==> config.mk <==
export PLATFORM = sky130hd
export DESIGN_NAME = regcore_top
export DESIGN_NICKNAME = d
export VERILOG_FILES = /design/src/hw/regcore_pkg.sv /design/src/hw/cmd_receiver.sv /design/src/hw/register_bank.sv /design/src/hw/alu.sv /design/src/hw/exec_control.sv /design/src/hw/result_sender.sv /design/src/hw/regcore_top.sv
export SDC_FILE = /design/constraint.sdc
export NUM_CORES = 2
export LEC_CHECK = 0
export BUFFER_PORTS_ARGS = -buffer_cell sky130_fd_sc_hd__buf_4
export CORE_ASPECT_RATIO = 1.1
export CORE_MARGIN = 2
export CORE_UTILIZATION = 40
export CTS_BUF_LIST = sky130_fd_sc_hd__clkbuf_4 sky130_fd_sc_hd__clkbuf_8 sky130_fd_sc_hd__clkbuf_16
export CTS_CLUSTER_SIZE = 40
export DETAILED_ROUTE_END_ITERATION = 8
export GPL_TIMING_DRIVEN = 0
export PLACE_DENSITY_LB_ADDON = 0.05
export SETUP_SLACK_MARGIN = 0.4
export SLEW_MARGIN = 20
export SYNTH_ARGS = -nofsm -noshare
export SYNTH_HDL_FRONTEND = slang
export SYNTH_SLANG_ARGS = --single-unit
==> constraint.sdc <==
create_clock -name clk -period 8.2 [get_ports clk]
set_input_delay 0.41 -clock clk [delete_from_list [all_inputs] [get_ports clk]]
set_output_delay 0.41 -clock clk [all_outputs]
set_load 0.02 [all_outputs]
==> src/hw/regcore_pkg.sv <==
`default_nettype none

package regcore_pkg;

	////////////////////
	// Widths

	localparam int DATA_W    = 32;
	localparam int REG_COUNT = 32;
	localparam int ADDR_W    = 5;
	localparam int IMM_W     = 16;

	// Index of the last register in a dump walk
	localparam logic [ADDR_W-1:0] LAST_REG = ADDR_W'(REG_COUNT - 1);

	typedef logic [DATA_W-1:0] word_t;

	////////////////////
	// Opcodes

	typedef enum logic [2:0]
	{
		OP_ADD  = 3'd0,
		OP_SUB  = 3'd1,
		OP_AND  = 3'd2,
		OP_OR   = 3'd3,
		OP_XOR  = 3'd4,
		OP_SLT  = 3'd5, // Signed compare, 1 or 0
		OP_LI   = 3'd6, // Zero-extended immediate
		OP_DUMP = 3'd7  // Stream out the whole bank
	} op_t;

	////////////////////
	// Records

	typedef struct packed
	{
		op_t               op;
		logic [ADDR_W-1:0] rs;
		logic [ADDR_W-1:0] rt;
		logic [ADDR_W-1:0] rd;
		logic [IMM_W-1:0]  imm; // Only for OP_LI
	} cmd_t;

	typedef struct packed
	{
		logic [ADDR_W-1:0] addr;
		logic [DATA_W-1:0] data;
		logic              dump; // Record belongs to a dump
	} result_t;

endpackage

`default_nettype wire

==> src/hw/cmd_receiver.sv <==
`timescale 1ns/10ps
`default_nettype none

module cmd_receiver
(
	input  logic              clk,
	input  logic              reset,
	input  logic              in_req,
	input  regcore_pkg::cmd_t in_cmd,
	output logic              in_ack,
	output logic              cmd_valid,
	output regcore_pkg::cmd_t cmd,
	input  logic              cmd_ready
);

	typedef enum logic [1:0]
	{
		S_IDLE,
		S_ACK,          // Ack high, waiting for req to drop
		S_WAIT_RELEASE  // Req seen, slot still busy
	} state_t;

	state_t            state;
	logic              full;
	logic              take;
	regcore_pkg::cmd_t slot;

	// Latch only into an empty slot
	assign take = in_req && !full && (state != S_ACK);

	assign in_ack    = (state == S_ACK);
	assign cmd_valid = full;
	assign cmd       = slot;

	always_ff @(posedge clk)
	begin
		if (reset)
			state <= S_IDLE;
		else
		begin
			case (state)
				S_IDLE, S_WAIT_RELEASE:
				begin
					if (take)
						state <= S_ACK;
					else if (in_req)
						state <= S_WAIT_RELEASE;
				end
				S_ACK:
				begin
					if (!in_req)
						state <= S_IDLE; // Ack drops one cycle after req
				end
				default:
					state <= S_IDLE;
			endcase
		end
	end

	always_ff @(posedge clk)
	begin
		if (reset)
			full <= 1'b0;
		else if (take)
			full <= 1'b1;
		else if (cmd_valid && cmd_ready)
			full <= 1'b0;
	end

	always_ff @(posedge clk)
	begin
		if (take)
			slot <= in_cmd;
	end

	a_ack_slot_free: assert property (@(posedge clk) disable iff (reset)
		$rose(in_ack) |-> $past(!full));

endmodule

`default_nettype wire

==> src/hw/register_bank.sv <==
`timescale 1ns/10ps
`default_nettype none

module register_bank
(
	input  logic                            clk,
	input  logic                            reset,
	input  logic [regcore_pkg::ADDR_W-1:0]  rd_addr_a,
	input  logic [regcore_pkg::ADDR_W-1:0]  rd_addr_b,
	output logic [regcore_pkg::DATA_W-1:0]  rd_data_a,
	output logic [regcore_pkg::DATA_W-1:0]  rd_data_b,
	input  logic                            wr_en,
	input  logic [regcore_pkg::ADDR_W-1:0]  wr_addr,
	input  logic [regcore_pkg::DATA_W-1:0]  wr_data
);

	logic [regcore_pkg::DATA_W-1:0] regs [regcore_pkg::REG_COUNT];

	////////////////////
	// Write port

	always_ff @(posedge clk)
	begin
		if (reset)
		begin
			// Each word starts out holding its own index
			for (int i = 0; i < regcore_pkg::REG_COUNT; i++)
				regs[i] <= regcore_pkg::word_t'(i);
		end
		else if (wr_en && (wr_addr != '0))
			regs[wr_addr] <= wr_data; // Writes to r0 are dropped
	end

	////////////////////
	// Read ports

	// Registered reads, old value on a same-edge write
	always_ff @(posedge clk)
	begin
		rd_data_a <= (rd_addr_a == '0) ? '0 : regs[rd_addr_a];
		rd_data_b <= (rd_addr_b == '0) ? '0 : regs[rd_addr_b];
	end

endmodule

`default_nettype wire

==> src/hw/alu.sv <==
`timescale 1ns/10ps
`default_nettype none

module alu
(
	input  regcore_pkg::op_t               op,
	input  logic [regcore_pkg::DATA_W-1:0] a,
	input  logic [regcore_pkg::DATA_W-1:0] b,
	input  logic [regcore_pkg::IMM_W-1:0]  imm,
	output logic [regcore_pkg::DATA_W-1:0] y
);

	always_comb
	begin
		case (op)
			regcore_pkg::OP_ADD: y = a + b;
			regcore_pkg::OP_SUB: y = a - b;
			regcore_pkg::OP_AND: y = a & b;
			regcore_pkg::OP_OR:  y = a | b;
			regcore_pkg::OP_XOR: y = a ^ b;
			regcore_pkg::OP_SLT:
				y = regcore_pkg::word_t'($signed(a) < $signed(b));
			regcore_pkg::OP_LI:
				y = regcore_pkg::word_t'(imm); // Zero-extend
			default:
				y = '0; // Dump has no result here
		endcase
	end

endmodule

`default_nettype wire

==> src/hw/exec_control.sv <==
`timescale 1ns/10ps
`default_nettype none

module exec_control
(
	input  logic                           clk,
	input  logic                           reset,
	input  logic                           cmd_valid,
	input  regcore_pkg::cmd_t              cmd,
	output logic                           cmd_ready,
	output logic                           res_valid,
	output regcore_pkg::result_t           res,
	input  logic                           res_ready,
	output logic [regcore_pkg::ADDR_W-1:0] rd_addr_a,
	output logic [regcore_pkg::ADDR_W-1:0] rd_addr_b,
	input  logic [regcore_pkg::DATA_W-1:0] rd_data_a,
	input  logic [regcore_pkg::DATA_W-1:0] rd_data_b,
	output logic                           wr_en,
	output logic [regcore_pkg::ADDR_W-1:0] wr_addr,
	output logic [regcore_pkg::DATA_W-1:0] wr_data,
	output regcore_pkg::op_t               alu_op,
	output logic [regcore_pkg::DATA_W-1:0] alu_a,
	output logic [regcore_pkg::DATA_W-1:0] alu_b,
	output logic [regcore_pkg::IMM_W-1:0]  alu_imm,
	input  logic [regcore_pkg::DATA_W-1:0] alu_y
);

	typedef enum logic [2:0]
	{
		S_IDLE,
		S_READ,      // Operands valid
		S_EXEC,      // Write back and result
		S_DUMP_READ,
		S_DUMP_EMIT
	} state_t;

	state_t                         state;
	regcore_pkg::cmd_t              cmd_q;
	logic [regcore_pkg::ADDR_W-1:0] dump_cnt;
	logic [regcore_pkg::DATA_W-1:0] res_data;
	logic                           take;
	logic                           dumping;

	assign take    = cmd_valid && cmd_ready;
	assign dumping = (state == S_DUMP_READ) || (state == S_DUMP_EMIT);

	assign cmd_ready = (state == S_IDLE);
	assign res_valid = (state == S_EXEC) || (state == S_DUMP_EMIT);

	// While idle the read goes out with the incoming command
	assign rd_addr_a = (state == S_IDLE) ? cmd.rs : (dumping ? dump_cnt : cmd_q.rs);
	assign rd_addr_b = (state == S_IDLE) ? cmd.rt : cmd_q.rt;

	assign alu_op  = cmd_q.op;
	assign alu_a   = rd_data_a;
	assign alu_b   = rd_data_b;
	assign alu_imm = cmd_q.imm;

	assign wr_en   = (state == S_EXEC) && res_ready; // Only on the result transfer
	assign wr_addr = cmd_q.rd;
	assign wr_data = res_data;

	assign res.addr = dumping ? dump_cnt : cmd_q.rd;
	assign res.data = dumping ? rd_data_a : res_data;
	assign res.dump = dumping;

	////////////////////
	// Sequencer

	always_ff @(posedge clk)
	begin
		if (reset)
		begin
			state    <= S_IDLE;
			dump_cnt <= '0;
		end
		else
		begin
			case (state)
				S_IDLE:
				begin
					dump_cnt <= '0;
					if (take)
						state <= (cmd.op == regcore_pkg::OP_DUMP) ? S_DUMP_READ : S_READ;
				end
				S_READ:
					state <= S_EXEC;
				S_EXEC:
				begin
					if (res_ready)
						state <= S_IDLE;
				end
				S_DUMP_READ:
					state <= S_DUMP_EMIT;
				S_DUMP_EMIT:
				begin
					if (res_ready && (dump_cnt == regcore_pkg::LAST_REG))
						state <= S_IDLE;
					else if (res_ready)
					begin
						dump_cnt <= dump_cnt + 1'b1; // Next register
						state    <= S_DUMP_READ;
					end
				end
				default:
					state <= S_IDLE;
			endcase
		end
	end

	always_ff @(posedge clk)
	begin
		if (take)
			cmd_q <= cmd;
		if (state == S_READ)
			res_data <= alu_y; // Held through any stall
	end

	a_no_write_in_dump: assert property (@(posedge clk) disable iff (reset)
		dumping |-> !wr_en);

endmodule

`default_nettype wire

==> src/hw/result_sender.sv <==
`timescale 1ns/10ps
`default_nettype none

module result_sender
(
	input  logic                 clk,
	input  logic                 reset,
	input  logic                 res_valid,
	input  regcore_pkg::result_t res,
	output logic                 res_ready,
	output logic                 out_req,
	output regcore_pkg::result_t out_res,
	input  logic                 out_ack
);

	typedef enum logic [1:0]
	{
		S_EMPTY,
		S_REQ,     // Req high, waiting for ack
		S_RELEASE  // Req low, waiting for ack to drop
	} state_t;

	state_t               state;
	regcore_pkg::result_t slot;

	assign res_ready = (state == S_EMPTY);
	assign out_req   = (state == S_REQ);
	assign out_res   = slot;

	always_ff @(posedge clk)
	begin
		if (reset)
			state <= S_EMPTY;
		else
		begin
			case (state)
				S_EMPTY:
				begin
					if (res_valid)
						state <= S_REQ;
				end
				S_REQ:
				begin
					if (out_ack)
						state <= S_RELEASE;
				end
				S_RELEASE:
				begin
					if (!out_ack)
						state <= S_EMPTY; // Slot free again
				end
				default:
					state <= S_EMPTY;
			endcase
		end
	end

	always_ff @(posedge clk)
	begin
		if (res_valid && res_ready)
			slot <= res;
	end

	a_out_res_stable: assert property (@(posedge clk) disable iff (reset)
		out_req |=> (!out_req || $stable(out_res)));

endmodule

`default_nettype wire

==> src/hw/regcore_top.sv <==
`timescale 1ns/10ps
`default_nettype none

module regcore_top
(
	input  logic                 clk,
	input  logic                 reset,
	input  logic                 in_req,
	input  regcore_pkg::cmd_t    in_cmd,
	output logic                 in_ack,
	output logic                 out_req,
	output regcore_pkg::result_t out_res,
	input  logic                 out_ack
);

	////////////////////
	// Internal links

	logic                           cmd_valid;
	logic                           cmd_ready;
	regcore_pkg::cmd_t              cmd;
	logic                           res_valid;
	logic                           res_ready;
	regcore_pkg::result_t           res;

	logic [regcore_pkg::ADDR_W-1:0] rd_addr_a;
	logic [regcore_pkg::ADDR_W-1:0] rd_addr_b;
	logic [regcore_pkg::DATA_W-1:0] rd_data_a;
	logic [regcore_pkg::DATA_W-1:0] rd_data_b;
	logic                           wr_en;
	logic [regcore_pkg::ADDR_W-1:0] wr_addr;
	logic [regcore_pkg::DATA_W-1:0] wr_data;

	regcore_pkg::op_t               alu_op;
	logic [regcore_pkg::DATA_W-1:0] alu_a;
	logic [regcore_pkg::DATA_W-1:0] alu_b;
	logic [regcore_pkg::IMM_W-1:0]  alu_imm;
	logic [regcore_pkg::DATA_W-1:0] alu_y;

	cmd_receiver u_cmd_receiver
	(
		.clk       (clk),
		.reset     (reset),
		.in_req    (in_req),
		.in_cmd    (in_cmd),
		.in_ack    (in_ack),
		.cmd_valid (cmd_valid),
		.cmd       (cmd),
		.cmd_ready (cmd_ready)
	);

	exec_control u_exec_control
	(
		.clk       (clk),
		.reset     (reset),
		.cmd_valid (cmd_valid),
		.cmd       (cmd),
		.cmd_ready (cmd_ready),
		.res_valid (res_valid),
		.res       (res),
		.res_ready (res_ready),
		.rd_addr_a (rd_addr_a),
		.rd_addr_b (rd_addr_b),
		.rd_data_a (rd_data_a),
		.rd_data_b (rd_data_b),
		.wr_en     (wr_en),
		.wr_addr   (wr_addr),
		.wr_data   (wr_data),
		.alu_op    (alu_op),
		.alu_a     (alu_a),
		.alu_b     (alu_b),
		.alu_imm   (alu_imm),
		.alu_y     (alu_y)
	);

	register_bank u_register_bank
	(
		.clk       (clk),
		.reset     (reset),
		.rd_addr_a (rd_addr_a),
		.rd_addr_b (rd_addr_b),
		.rd_data_a (rd_data_a),
		.rd_data_b (rd_data_b),
		.wr_en     (wr_en),
		.wr_addr   (wr_addr),
		.wr_data   (wr_data)
	);

	alu u_alu
	(
		.op  (alu_op),
		.a   (alu_a),
		.b   (alu_b),
		.imm (alu_imm),
		.y   (alu_y)
	);

	result_sender u_result_sender
	(
		.clk       (clk),
		.reset     (reset),
		.res_valid (res_valid),
		.res       (res),
		.res_ready (res_ready),
		.out_req   (out_req),
		.out_res   (out_res),
		.out_ack   (out_ack)
	);

endmodule

`default_nettype wire

==> impl_metrics.prom <==
# TYPE chip_impl_metric gauge
chip_impl_info{name="status",value="complete, no violations"} 1
chip_impl_metric{name="overflow",unit=""} 0
chip_impl_metric{name="drive_gt1_share",unit="%"} 7.88
chip_impl_metric{name="max_cap_viol_count",unit=""} 0
chip_impl_info{name="worstPathCellList",value="buf_2 > or2_1 > buf_6 > nor2_8 > mux2i_4 > buf_2 > clkbuf_2 > clkbuf_1 > nand2_1 > nand3_1 > a31oi_1 > a211o_1 > a21oi_1"} 1
chip_impl_metric{name="synth_async_sr_flop_share",unit="%"} 0
chip_impl_metric{name="area_growth_from_synthesis_to_layout",unit="%"} 13.6
chip_impl_metric{name="htree_num_levels",unit=""} 4
chip_impl_metric{name="wire_length_of_the_first_global_routing_pass",unit="mm"} 492
chip_impl_metric{name="max_slew_margin",unit="%"} 10.1
chip_impl_metric{name="nNetsFinal",unit=""} 7937
chip_impl_metric{name="switchingPower",unit="mW"} 12.8
chip_impl_info{name="worst_path_max_delay_cell",value="sky130_fd_sc_hd__clkbuf_1"} 1
chip_impl_metric{name="synthesis.instances",unit=""} 7466
chip_impl_metric{name="grt_pass1_vias",unit=""} 60042
chip_impl_metric{name="irDropWorstVdd",unit="mV"} 0.245
chip_impl_metric{name="number_of_buffers_and_inverters_on_the_critical_path",unit=""} 5
chip_impl_metric{name="timing.fmax",unit="MHz"} 172
chip_impl_metric{name="hold_ws",unit="ns"} 0.296
chip_impl_info{name="crit_type",value="reg2reg"} 1
chip_impl_metric{name="core-area",unit="mm2"} 0.173
chip_impl_metric{name="dieHeight",unit="um"} 441
chip_impl_metric{name="clk_pin_slew_worst_paths",unit="ns"} 0.06
chip_impl_metric{name="routed-via-count",unit=""} 63925
chip_impl_metric{name="yosys_warnings",unit=""} 0
chip_impl_metric{name="post-route-cell-area",unit="mm2"} 0.0790
chip_impl_metric{name="worst_ep_arrival",unit="ns"} 6.49
chip_impl_metric{name="starting_density",unit="%"} 40.3
chip_impl_metric{name="reg_power_share",unit="%"} 29.5
chip_impl_metric{name="antenna_violations_before_repair",unit=""} 45
chip_impl_metric{name="globalplace.congestion",unit=""} 1.13
chip_impl_info{name="ctsRootBufferMaster",value="sky130_fd_sc_hd__clkbuf_16"} 1
chip_impl_metric{name="io_pins",unit=""} 78
chip_impl_metric{name="core.rowCount",unit=""} 160
chip_impl_metric{name="report.final.setup_viol",unit=""} 0
chip_impl_metric{name="cts_repair_resize_count",unit=""} 0
chip_impl_metric{name="netSwitchingFraction",unit="%"} 47.3
chip_impl_metric{name="layout_worst_path_cycle_share",unit="%"} 71.1
chip_impl_metric{name="area_share_of_the_largest_cell_type_after_synthesis",unit="%"} 50.2
chip_impl_metric{name="post-route-min-period",unit="ns"} 5.83
chip_impl_metric{name="post_synth_instance_area",unit="mm2"} 0.0695
chip_impl_metric{name="clock_sinks",unit=""} 1239
chip_impl_info{name="worst_hold_path_class",value="in2reg"} 1
chip_impl_info{name="worst_path_dominant_cell_family",value="buffers and inverters"} 1
chip_impl_metric{name="grt_start_max_net_pins",unit=""} 33
chip_impl_metric{name="wire_per_inst",unit="um"} 36.0
chip_impl_metric{name="worstMarginPinSlew",unit="ns"} 1.34
chip_impl_info{name="synth.largest_area_cell",value="sky130_fd_sc_hd__edfxtp_1"} 1
chip_impl_metric{name="static-leakage-power",unit="nW"} 29.9
chip_impl_info{name="cts_tree",value="built"} 1
chip_impl_metric{name="route.final.wire_length",unit="mm"} 368
chip_impl_metric{name="timing.critical_path.slowest_cell_delay",unit="ns"} 0.92
chip_impl_metric{name="finalHoldViolCount",unit=""} 0
chip_impl_metric{name="yosys_register_bits",unit=""} 1239
chip_impl_info{name="synth-main-ff-cell",value="sky130_fd_sc_hd__edfxtp_1"} 1
chip_impl_metric{name="drt_first_pass_iters",unit=""} 9
chip_impl_metric{name="number_of_different_library_cells_in_the_post_synthesis_netlist",unit=""} 80
chip_impl_metric{name="dieWidth",unit="um"} 402
chip_impl_metric{name="dp.final_hpwl",unit="mm"} 271
chip_impl_metric{name="antenna_violating_nets_post_route",unit=""} 0
chip_impl_info{name="synth_top_cells_by_count",value="sky130_fd_sc_hd__nand2_1, sky130_fd_sc_hd__edfxtp_1, sky130_fd_sc_hd__and2_1, sky130_fd_sc_hd__clkbuf_1, sky130_fd_sc_hd__nand3_1"} 1
chip_impl_metric{name="post-cts-setup-buffer-count",unit=""} 0
chip_impl_metric{name="synth-edff-count",unit=""} 1162
chip_impl_metric{name="power_density",unit="mW/mm2"} 342
chip_impl_metric{name="required",unit="ns"} 8.87
chip_impl_info{name="setup.worst_path.start_class",value="flop"} 1
chip_impl_metric{name="ctsLongestPathBuffers",unit=""} 3
chip_impl_metric{name="drc_errors",unit=""} 0
chip_impl_metric{name="globalRouteTotalUtil",unit="%"} 40.5
chip_impl_metric{name="detail_route.iter0.violations",unit=""} 8641
chip_impl_metric{name="floorplan.die_area",unit="mm2"} 0.177
chip_impl_metric{name="synth_seq_area_share",unit="%"} 52.4
chip_impl_metric{name="clock_buffer_count_from_cts",unit=""} 147
chip_impl_info{name="grt_setup_unrepaired",value="false"} 1
chip_impl_metric{name="final_core_util",unit="%"} 45.7
chip_impl_metric{name="power.combinational.fraction",unit="%"} 45.5
chip_impl_metric{name="avgViaCountPerCell",unit=""} 6.25
chip_impl_metric{name="clock_share_of_power",unit="%"} 25.0
chip_impl_metric{name="hold_buffers",unit=""} 36
chip_impl_metric{name="placedInstanceArea",unit="mm2"} 0.0736
chip_impl_metric{name="placement.io_buffers",unit=""} 76
chip_impl_metric{name="total_negative_setup_slack",unit="ns"} 0
chip_impl_metric{name="finalMaxSlewViolations",unit=""} 0
chip_impl_metric{name="clock-skew-final",unit="ns"} 0.0242
chip_impl_info{name="synth.most_common_cell",value="sky130_fd_sc_hd__nand2_1"} 1
chip_impl_info{name="worstSetupEndpointType",value="flop"} 1
chip_impl_info{name="synthTopCellsByArea",value="sky130_fd_sc_hd__edfxtp_1, sky130_fd_sc_hd__nand2_1, sky130_fd_sc_hd__and2_1"} 1
chip_impl_metric{name="critPathMaxFanout",unit=""} 10
chip_impl_metric{name="post_synth.cell_area_avg",unit="um2"} 9.32
chip_impl_metric{name="later_pin_clock_latency_in_the_skew_report",unit="ns"} 0.84
chip_impl_info{name="critical_path.most_common_cell",value="sky130_fd_sc_hd__buf_2"} 1
chip_impl_metric{name="p_int",unit="mW"} 14.2
==> through the flow <==
stage,instances,total power [mW],setup slack (ns)
after floorplan,7497,13.8,4.14
after global placement,9841,19.5,2.08
after detailed placement,9870,19.6,2.69
after CTS,10168,26.3,2.67
after global routing,10195,27.4,2.50
final,10223,27.0,2.37
==> metal layers <==
metal,share of wire (%),GRT usage (%)
met3,10,11.5
met5,0.10,1.33
met1,37,48.1
met4,9.8,35.4
met2,43,60.2
==> worst paths after layout <==
check / cells after the start / from / endpoint / slack, ns
worst max-delay path: 13 / u_exec_control.state[1]$_SDFFE_PP0P_ / u_register_bank.rd_data_b[30]$_SDFF_PN0_ / 2.37
worst min-delay path: 2 / in_cmd[24] / u_cmd_receiver.cmd[24]$_DFFE_PP_ / 0.30
worst max register to register: 13 / u_exec_control.state[1]$_SDFFE_PP0P_ / u_register_bank.rd_data_b[30]$_SDFF_PN0_ / 2.37
worst min register to register: 0 / u_cmd_receiver.cmd[19]$_DFFE_PP_ / u_exec_control.wr_addr[3]$_DFFE_PP_ / 0.41
==> registers in the layout, indices dropped and copies added, names as in the netlist <==
| signal | cells |
|---|---|
| u_exec_control.dump_cnt | 5 |
| u_exec_control.wr_addr | 5 |
| u_register_bank.rd_data_b | 32 |
| u_exec_control.alu_op | 3 |
| u_register_bank.rd_data_a | 32 |
| u_exec_control.alu_imm | 16 |
| u_register_bank.regs | 1024 |
| u_exec_control.wr_data | 32 |
| u_cmd_receiver.cmd_valid | 1 |
| u_exec_control.state | 3 |
| u_exec_control.cmd_q | 10 |
| u_result_sender.state | 2 |
| u_cmd_receiver.state | 2 |
| u_result_sender.out_res | 38 |
| u_cmd_receiver.cmd | 34 |
==> logic make-up after synthesis <==
group	count (synthesis)	synth area share, %
xor+xnor	13	0.164
flops	1239	52.4
compound gates	1096	11.7
fa+ha+maj	110	2.00
other cells	1	0.00539
buf+inv	813	4.82
simple gates	4156	28.3
mux	38	0.581
==> power groups by stage <==
stage / Clock (mW) / Combinational, mW / Sequential, mW
6_report: 6.76 / 12.3 / 7.95
5_1_grt: 6.96 / 12.5 / 7.97
4_1_cts: 6.74 / 11.6 / 7.93
3_5_place_dp: 0 / 11.6 / 8.05
3_3_place_gp: 0 / 11.4 / 8.06
2_1_floorplan: 0 / 6.02 / 7.77
==> area by class of cell <==
class                   count  area, um2
flip-flops and latches   1239      36400
plain buffers             708       3010
clock inverters            61        562
well taps                2268       2840
diodes                     53        133
multi-input cells        5445      29900
clock buffers             201       4220
inverters                 105        394
fillers                 16789      93800
repair buffers            143       1460
==> cell usage in the layout, fill, tap and decap left out, drive strengths merged, types with 134 or more instances in the layout <==
| cell | n |
|---|---|
| nand3 | 465 |
| nand2 | 2160 |
| a31oi | 138 |
| a21oi | 134 |
| buf | 300 |
| and3 | 291 |
| edfxtp | 1162 |
| clkbuf | 716 |
| and2 | 916 |
| a311oi | 387 |
Note: power is estimated with default switching activity, not from simulation.
